===== config.mk =====
export PLATFORM = sky130hd
export DESIGN_NAME = float_norm
export DESIGN_NICKNAME = d
export VERILOG_FILES = /design/src/logic/float_pkg.sv /design/src/logic/float_norm.sv
export VERILOG_INCLUDE_DIRS = /design/src /design/src/logic
export SDC_FILE = /design/constraint.sdc
export NUM_CORES = 1
export LEC_CHECK = 0
export BUFFER_PORTS_ARGS = -buffer_cell sky130_fd_sc_hd__buf_4
export CORE_ASPECT_RATIO = 0.75
export CORE_MARGIN = 5
export CORE_UTILIZATION = 36
export CTS_CLUSTER_DIAMETER = 150
export DETAILED_ROUTE_END_ITERATION = 8
export SETUP_SLACK_MARGIN = 0.4
export SLEW_MARGIN = 20
export SYNTH_ARGS = -nofsm -noshare
export SYNTH_HDL_FRONTEND = slang
export SYNTH_SLANG_ARGS = --single-unit

===== constraint.sdc =====
create_clock -name in_clk -period 5.84 [get_ports in_clk]
set_input_delay 0.584 -clock in_clk [delete_from_list [all_inputs] [get_ports in_clk]]
set_output_delay 0.584 -clock in_clk [all_outputs]
set_load 0.02 [all_outputs]

===== src/logic/float_cfg.svh =====
// float format widths
`ifndef FLOAT_CFG_SVH
`define FLOAT_CFG_SVH

// whole word
`define FLOAT_BITS 32

// biased exponent field
`define FLOAT_EXP_BITS 8

// stored mantissa without the hidden bit
`define FLOAT_MANT_BITS 23

// exponent offset of the format
`define FLOAT_EXP_BIAS 127

`endif


===== src/logic/float_pkg.sv =====
// float unit types
`include "float_cfg.svh"

package float_pkg;

	// packed sign, exponent and stored mantissa
	typedef logic [`FLOAT_BITS-1:0] float_t;

	// biased exponent
	typedef logic [`FLOAT_EXP_BITS-1:0] exp_t;

	// mantissa with hidden bit
	typedef logic [`FLOAT_MANT_BITS:0] mant_t;

	// working mantissa
	// wide enough to hold the divide step's double shift
	typedef logic [2*`FLOAT_MANT_BITS:0] wide_mant_t;

	// operation code
	typedef logic [1:0] op_t;

	localparam op_t OP_MUL = 2'b00;
	localparam op_t OP_DIV = 2'b01;
	localparam op_t OP_ADD = 2'b10;
	localparam op_t OP_SUB = 2'b11;

	// normaliser states
	typedef enum logic [1:0] {
		IDLE,
		SHIFT_DOWN,  // mantissa reaches past the hidden bit
		SHIFT_UP     // hidden bit still clear
	} norm_state_t;

endpackage


===== src/logic/float_norm.sv =====
// float result normaliser
`include "float_cfg.svh"

module float_norm (
	input  logic                  in_clk,
	input  logic                  in_rst,
	input  logic                  raw_valid,
	input  logic                  raw_sign,
	input  float_pkg::exp_t       raw_exp,
	input  float_pkg::wide_mant_t raw_mant,
	output float_pkg::float_t     result,
	output logic                  done
);
	import float_pkg::*;

	norm_state_t state;

	// working value
	logic       work_sign;
	exp_t       work_exp;
	wide_mant_t work_mant;

	logic over;      // bits set above the hidden bit
	logic under;     // hidden bit clear with stored bits left
	logic shift_dn;
	logic shift_up;
	logic finish;

	assign over = |work_mant[2*`FLOAT_MANT_BITS:`FLOAT_MANT_BITS+1];
	assign under = (|work_mant[`FLOAT_MANT_BITS-1:0]) && !work_mant[`FLOAT_MANT_BITS];

	// shift down first, only then check for a missing hidden bit
	assign shift_dn = (state == SHIFT_DOWN) && over;
	assign shift_up = ((state == SHIFT_DOWN) && !over && under) ||
		((state == SHIFT_UP) && under);
	assign finish = (state != IDLE) && !shift_dn && !shift_up;

	always_ff @(posedge in_clk or posedge in_rst) begin
		if (in_rst) begin
			state <= IDLE;
			done <= 1'b0;
			result <= '0;
		end else begin
			done <= finish;
			if (finish)
				result <= {work_sign, work_exp, work_mant[`FLOAT_MANT_BITS-1:0]};

			case (state)
				IDLE:
					if (raw_valid)
						state <= SHIFT_DOWN;
				SHIFT_DOWN:
					if (finish)
						state <= IDLE;
					else if (shift_up)
						state <= SHIFT_UP;
				SHIFT_UP:
					if (finish)
						state <= IDLE;
				default:
					state <= IDLE;
			endcase
		end
	end

	always_ff @(posedge in_clk) begin
		if ((state == IDLE) && raw_valid) begin
			work_sign <= raw_sign;
			work_exp <= raw_exp;
			work_mant <= raw_mant;
		end else if (shift_dn) begin
			work_mant <= work_mant >> 1;
			work_exp <= work_exp + 1'b1;
		end else if (shift_up) begin
			work_mant <= work_mant << 1;
			work_exp <= work_exp - 1'b1;
		end
	end

endmodule


Word level (Yosys, flattened, before mapping)
Index checks and enable logic that the tools add are counted.
{"block": "word_totals", "ff_bits": 91, "in_bits": 59, "output_inout_bits": 33, "elab_cells": 43}
{"block": "op_classes", "n_addsub": 2, "eq_ne": 5, "mux": 11, "reduce_logical": 19}
{"op": "$mux W47", "n": 3}
{"op": "$reduce_or A23 Y1", "n": 2}
{"op": "$mux W8", "n": 3}
{"op": "$add A8 B1 Y8 const B", "n": 1}
{"op": "$logic_and A1 B1 Y1", "n": 8}
{"op": "$mux W2", "n": 4}
{"op": "$sub A8 B1 Y8 const B", "n": 1}
{"op": "$pmux W2 S3", "n": 1}
{"op": "$logic_not A1 Y1", "n": 4}
{"op": "$ne A2 B2 Y1 const B", "n": 2}
{"op": "$ne A3 B3 Y1 const B", "n": 1}
{"op": "$reduce_and A3 Y1", "n": 1}
{"op": "$reduce_bool A3 Y1", "n": 1}
{"op": "$eq A2 B1 Y1 const B", "n": 1}
{"op": "$eq A2 B2 Y1 const B", "n": 1}
{"op": "$logic_not A2 Y1", "n": 1}
{"op": "$reduce_bool A2 Y1", "n": 1}
{"op": "$logic_or A1 B1 Y1", "n": 1}

Logic depth before layout (Yosys ltp)
Gate-level depths: netlist of the first run.
{"block": "logic_depth", "ltp_word": 9, "ltp_mapped": 11, "ltp_nobuf": 9}

Least setup slack after synthesis of the first run
Ideal clock, no wire load.
{"block": "synth_timing", "path_type": "register to register", "from": "register work_mant[2]", "to": "register work_exp[0], enable pin", "setup_time_ps": 494, "t_arrival_ps": 4156, "required_time_ps": 5346, "path_slack_ps": 1190, "path_stages_with_launch": 7, "n_path_buf": 1, "period_less_slack_ps": 4650, "path_cell_list": "edfxtp_1 nor4_1 nand4_1 o21bai_1 a21oi_1 clkbuf_1 a2bb2oi_1"}
{"block": "synth_between", "elab_chain_cells": 5, "word_cells_on_any_way": 6, "cone_classes": "6 x reduce/logical"}
{"element": "start, declared", "line": "float_norm.sv:21", "source": "wide_mant_t work_mant;"}
{"element": "start signal, assigned", "line": "float_norm.sv:70", "source": "work_mant <= raw_mant;"}
{"element": "start signal, assigned", "line": "float_norm.sv:72", "source": "work_mant <= work_mant >> 1;"}
{"element": "start signal, assigned", "line": "float_norm.sv:75", "source": "work_mant <= work_mant << 1;"}
{"element": "$reduce_or A23 Y1 *", "line": "float_norm.sv:30", "source": "assign under = (|work_mant[`FLOAT_MANT_BITS-1:0]) && !work_mant[`FLOAT_MANT_BITS];"}
{"element": "$logic_and A1 B1 Y1 *", "line": "float_norm.sv:30"}
{"element": "$logic_and A1 B1 Y1, on equally long branches", "line": "float_norm.sv:34, float_norm.sv:35"}
{"element": "$logic_or A1 B1 Y1 *", "line": "float_norm.sv:34", "source": "assign shift_up = ((state == SHIFT_DOWN) && !over && under) ||"}
{"element": "$reduce_bool A3 Y1 (no line) *"}
{"element": "end signal, assigned", "line": "float_norm.sv:69", "source": "work_exp <= raw_exp;"}
{"element": "end signal, assigned", "line": "float_norm.sv:73", "source": "work_exp <= work_exp + 1'b1;"}
{"element": "end signal, assigned", "line": "float_norm.sv:76", "source": "work_exp <= work_exp - 1'b1;"}
{"element": "end, declared", "line": "float_norm.sv:20", "source": "exp_t work_exp;"}
Every way passes the cells marked *; elsewhere a longest branch is shown, timed or not.
A chain may end at the register's enable or synchronous reset.

Final worst setup path of the first run
{"block": "layout_timing", "from": "register work_mant[27]", "to": "register work_exp[7], data pin"}
{"block": "layout_between", "elab_chain_cells": 4}
{"element": "$reduce_or A23 Y1", "line": "float_norm.sv:29", "source": "assign over = |work_mant[2*`FLOAT_MANT_BITS:`FLOAT_MANT_BITS+1];"}
{"element": "$logic_and A1 B1 Y1", "line": "float_norm.sv:33", "source": "assign shift_dn = (state == SHIFT_DOWN) && over;"}
{"element": "$mux W8", "line": "float_norm.sv:71", "source": "end else if (shift_dn) begin"}
{"element": "$mux W8", "line": "float_norm.sv:67", "source": "if ((state == IDLE) && raw_valid) begin"}
No other way between the ends.

==> results of run 1 <==
## cells in the mapped netlist, drive strengths merged, types with 2 or more instances
library cell  instances
buf                  13
edfxtp               56
xnor2                 3
inv                  37
o21ai                48
ha                    7
o32ai                31
nor3                  6
mux2i                43
dfrtp                35
nand3                 4
nor2                 15
clkbuf               16
nand4                 2
nand2                94
a31oi                 2
a21oi                13
o21bai                3
nor4                 10
## logic make-up (layout without fill, tap and decap cells)
family | Yosys count | count (layout) | synth area share [%]
XOR/XNOR | 4 | 4 | 0.7464
AND/OR/NAND/NOR | 139 | 139 | 12.55
flip-flops | 91 | 91 | 54.48
AO/OA/AOI/OAI | 105 | 105 | 14.50
multiplexers | 44 | 44 | 9.408
adder cells (fa/ha/maj) | 8 | 8 | 2.292
buffers and inverters | 66 | 150 | 6.023
## worst max-delay path: cells and delay by family, from the launching register on
kind | cells | cell delay, ns
flip-flops | 1 | 0.42
AO/OA/AOI/OAI | 5 | 1.21
AND/OR/NAND/NOR | 3 | 1.08
buffers and inverters | 1 | 0.62
adder cells (fa/ha/maj) | 1 | 0.37
## registers in the layout (all words and copies together) (netlist names)
| register | flops |
|---|---|
| state | 2 |
| done | 1 |
| result | 32 |
| work_mant | 47 |
| work_exp | 8 |
| work_sign | 1 |
## through the flow
stage	setup WS [ns]	cells	total power [uW]	instance area, um2	hold slack (ns)
after floorplan	1.190	457	1473	4695	0.5088
after global placement	1.944	696	1652	5525	0.5131
after detailed placement	1.840	696	1662	5525	0.5228
after CTS	1.824	712	2253	5821	0.3551
after global routing	1.626	712	2379	5824	0.3932
final	1.831	712	2240	5824	0.3488
## power by group
part           switching [uW]  total [uW]  leakage [uW]  internal [uW]
clock                     244         588      0.000147            344
combinational             274         515       0.00119            241
sequential                184        1140       0.00107            952
## worst max path at each step
stage | end | slack, ns
2_1_floorplan | work_exp[0] | 1.19
3_3_place_gp | work_exp[7] | 1.94
3_5_place_dp | work_exp[7] | 1.84
4_1_cts | work_exp[7] | 1.82
5_1_grt | work_exp[7] | 1.63
6_report | work_exp[7] | 1.83
## area by class of cell
cell class / count / share of cell area [%]
Multi-Input combinational cell: 300 / 32.46
Timing Repair Buffer: 97 / 12.50
Sequential cell: 91 / 43.91
Clock buffer: 12 / 4.232
Clock inverter: 4 / 0.8378
Inverter: 37 / 2.385
Tap cell: 171 / 3.673
## routing by layer
metal / up-vias / global-route usage, % / wire, um
li1: 1810 / - / -
met1: 1740 / 22.13 / 5695
met2: 98 / 23.51 / 5144
met3: 11 / 3.639 / 640
met4: 0 / 3.699 / 113
met5: - / 0 / 0
==> results.py, run 1 <==
metrics = {
    "cts": {
        "numCtsBuffers": 9,
        "ctsHoldBuffers": 0,
        "tritoncts": "yes",
        "cts_setup_buffers": 0,
        "cts_num_sinks": 91,
        "cts_root_buffer": "clkbuf_16",
        "cts_max_level": 3,
        "clock_latency_ns": 0.34,
        "post_cts_resized": 0,
        "clock_path_buffers": 2,
        "clk_pin_slew_ns": 0.07,
    },
    "worst_setup_path": {
        "r2r_slack_ns": 1.83,
        "crit_chain": "nor4_1 -> nand4_1 -> o21ai_4 -> buf_4 -> ha_1 -> or2_2 -> a21oi_1 -> o21ai_0 -> a21oi_1 -> a211oi_1",
        "critPathLaunch": "work_mant[27]",
        "slowest_delay_ns": 0.70,
        "cp.arrival_ns": 4.09,
        "reg2reg_from": "work_mant[27]",
        "cp-end-kind": "flop",
        "cp-start-kind": "flop",
        "critPathMaxFanout": 39,
        "crit_top_cell": "a21oi_1",
        "crit_slowest_cell": "o21ai_4",
        "reg2reg_depth": 10,
        "rr_endpoint": "work_exp[7]",
        "required_ns": 5.92,
        "worstSetupPathType": "reg2reg",
    },
    "sta": {
        "setup_violations": 0,
        "relSlewSlack_pct": 40.54,
        "fmax_mhz": 249.5,
        "fin_crit_sh_pct": 68.64,
        "timing.final.crit_period_ns": 4.009,
        "slew_violations": 0,
        "hold_viol_final": 0,
        "rsz0062_at_grt": "false",
        "skew_ns": 0.009105,
        "tns_ns": 0,
        "worstMarginPinSlew_ns": 0.8888,
    },
    "floorplanning": {
        "rows": 36,
        "ios": 92,
        "die-area_um2": 15450,
        "die_height_um": 108.9,
        "core_area_um2": 12880,
        "die_w_um": 141.9,
        "floorplan.initialDensity_pct": 36.44,
    },
    "global_routing": {
        "antenna_found_initial": 0,
        "grt_pass1_wl_um": 18970,
        "grt_pass1_vias": 3714,
        "track_usage_pct": 15.36,
        "grt_max_degree": 68,
        "overflow": 0,
    },
    "power_and_ir_drop": {
        "cellPowerDensity_nw_per_um2": 384.5,
        "p_leak_uw": 0.002407,
        "peakVddDrop_uv": 166.8,
    },
    "placement": {
        "gp_congestion": 0.8200,
        "hpwl_um": 8023,
        "portBuffers": 91,
    },
    "cells_and_area": {
        "drive_above_1_share_pct": 22.18,
        "final_nets": 603,
        "final_common_cell": "buf_4",
        "fillers": 1265,
        "multiInputGateArea_um2": 1891,
        "n_antenna_cell": 0,
        "syn_to_final_growth_pct": 24.07,
        "final_core_util_pct": 45.21,
        "layout_common_cells": "buf_4, nand2_1, edfxtp_1",
        "ff_latch_area_um2": 2557,
    },
    "synthesis": {
        "ys.flop_type": "edfxtp_1",
        "syn_area_per_cell_um2": 10.27,
        "async_flop_share_pct": 38.46,
        "ys_warn_count": 0,
        "synthTopCellsByArea": "edfxtp_1, dfrtp_1, mux2i_1",
        "synth_top_area_cell": "edfxtp_1",
        "synth.distinct_cells": 44,
        "syn_nets": 524,
        "ys_seq_elements": 91,
        "synth-edff-count": 56,
        "synth_top_area_share_pct": 35.82,
        "ys_seq_area_share_pct": 54.48,
        "synth_area_um2": 4695,
        "synthCells": 457,
    },
    "detailed_routing": {
        "avgRoutedWirePerCell_um": 16.28,
        "dr.pass1.iters": 4,
        "drcViolationCount": 0,
        "dr.first_iter.drc_count": 192,
        "route.vias.total": 3659,
        "viasPerCell": 5.139,
        "drt_wl_total_um": 11590,
        "drtAntennaViolNets": 0,
    },
    "hold_path": {
        "hp-class": "in2async",
    },
    "status": {
        "status": "finished, final reports clean",
    },
    "flow_run": {
        "maxCapViolCount": 0,
    },
}
Power figures use the tool's default switching activity.
==> run 2: changes to the inputs <==
==> constraint.sdc (replaced) <==
create_clock -name in_clk -period 4 [get_ports in_clk]
set_input_delay 0.4 -clock in_clk [delete_from_list [all_inputs] [get_ports in_clk]]
set_output_delay 0.4 -clock in_clk [all_outputs]
set_load 0.02 [all_outputs]
==> results.py, run 2 (synthesis results as in run 1) <==
metrics = {
    "floorplanning": {
        "die_w_um": 141.9,
        "die_height_um": 108.9,
        "core_area_um2": 12880,
        "floorplan.initialDensity_pct": 36.44,
        "die-area_um2": 15450,
        "ios": 92,
        "rows": 36,
    },
    "cts": {
        "cts_max_level": 3,
        "cts_setup_buffers": 0,
        "cts_root_buffer": "clkbuf_16",
        "cts_num_sinks": 91,
        "tritoncts": "yes",
        "clk_pin_slew_ns": 0.06,
        "clock_latency_ns": 0.34,
        "clock_path_buffers": 2,
        "numCtsBuffers": 9,
    },
    "cells_and_area": {
        "final_common_cell": "buf_4",
        "ff_latch_area_um2": 2557,
        "top_regs": "work_mant (47), result (32), work_exp (8)",
        "fillers": 1266,
        "drive_above_1_share_pct": 22.65,
        "largest_register": "work_mant",
        "stdcell_area_um2": 5901,
        "multiInputGateArea_um2": 1889,
        "layout_common_cells": "buf_4, nand2_1, edfxtp_1",
        "largest_reg_flops": 47,
        "final_nets": 605,
        "n_antenna_cell": 0,
        "finalNonFillerCells": 714,
        "syn_to_final_growth_pct": 25.69,
        "final_core_util_pct": 45.80,
    },
    "sta": {
        "worstMarginPinSlew_ns": 0.9102,
        "hold_viol_final": 0,
        "tns_ns": 0,
        "fmax_mhz": 316.0,
        "setup_violations": 0,
        "timing.final.crit_period_ns": 3.165,
        "relSlewSlack_pct": 39.10,
        "fin_ws_ns": 0.8353,
        "skew_ns": 0.004074,
        "fin_crit_sh_pct": 79.12,
        "slew_violations": 0,
        "rsz0062_at_grt": "false",
    },
    "detailed_routing": {
        "drcViolationCount": 0,
        "route.vias.total": 3646,
        "wl_met3_um": 565,
        "drt_wl_total_um": 11970,
        "met2_wirelength_um": 5245,
        "avgRoutedWirePerCell_um": 16.76,
        "viasPerCell": 5.106,
        "dr.first_iter.drc_count": 239,
        "top_layer": "met4",
        "dr.pass1.iters": 4,
        "drtAntennaViolNets": 0,
        "wl_met1_um": 6043,
    },
    "worst_setup_path": {
        "cp-start-kind": "flop",
        "required_ns": 4.07,
        "slowest_delay_ns": 0.45,
        "worstSetupPathType": "reg2reg",
        "cp.arrival_ns": 3.24,
        "critPathBufInv": 0,
        "cp_top_family": "compound AO/OA/AOI/OAI gates",
        "critPathMaxFanout": 7,
        "reg2reg_from": "work_mant[43]",
        "critPathLaunch": "work_mant[43]",
        "cp-end-kind": "flop",
        "crit_chain": "nor4_1 -> nand4_1 -> o21ai_4 -> ha_1 -> a21o_1 -> a21oi_1 -> o21bai_1 -> a2111oi_0 -> nor3b_1",
        "crit_slowest_cell": "a2111oi_0",
    },
    "global_routing": {
        "overflow": 0,
        "grt_pass1_wl_um": 18820,
        "grt_pass1_vias": 3608,
        "antenna_found_initial": 0,
        "track_usage_pct": 15.52,
        "grt_max_degree": 68,
    },
    "placement": {
        "portBuffers": 91,
        "place_area_um2": 5553,
        "gp_congestion": 0.8289,
        "placed_cells": 698,
        "hpwl_um": 8346,
        "pre_cts_slack_ns": 0.6870,
    },
    "power_and_ir_drop": {
        "peakVddDrop_uv": 209.4,
        "cellPowerDensity_nw_per_um2": 574.0,
        "p_leak_uw": 0.002438,
    },
    "flow_run": {
        "maxCapViolCount": 0,
    },
    "status": {
        "status": "finished, final reports clean",
    },
    "hold_path": {
        "hp-class": "in2async",
    },
}
run 2: metrics by stage:
stage                     hold slack, ns  total power [uW]
final                             0.1946              3387
after global routing              0.2330              3596
after CTS                         0.2062              3407
after detailed placement          0.5206              2435
after global placement            0.5197              2404
after floorplan                   0.4989              2150
run 2: worst paths after layout:
path	slack, ns	endpoint	depth (start not counted)
min	0.19	result[31]	3
min reg2reg	0.53	result[18]	2
max reg2reg	0.84	work_exp[6]	9
max in group asynchronous	3.46	result[18]	3
max	0.84	work_exp[6]	9
min in group in_clk	0.24	work_sign	1
run 2: cell type report:
class,instances,share of cell area (%)
timing repair buffer,99,12.87
inverter,37,2.354
clock inverter,7,1.972
tap,171,3.626
multi-input combinational,300,32.02
sequential,91,43.34
clock buffer,9,3.817
run 2: worst min-delay path, delay by kind of cell:
family	cells	cell delay [ns]
buf+inv	3	0.58
run 2: layer usage:
layer,global-route usage [%],vias up
li1,-,1809
met1,22.76,1734
met2,23.58,91
met3,3.332,12
met4,3.699,0
met5,0,-
run 2: timing repair:
action	4_1_cts	5_1_grt
resized for setup	0	1
hold buffers	0	0
endpoints found under the setup margin	0	2
run 2: where the power goes:
| part | switching [uW] | internal [uW] |
|---|---|---|
| logic | 403 | 356 |
| clock network | 357 | 609 |
| registers | 271 | 1390 |
| total | 1030 | 2360 |
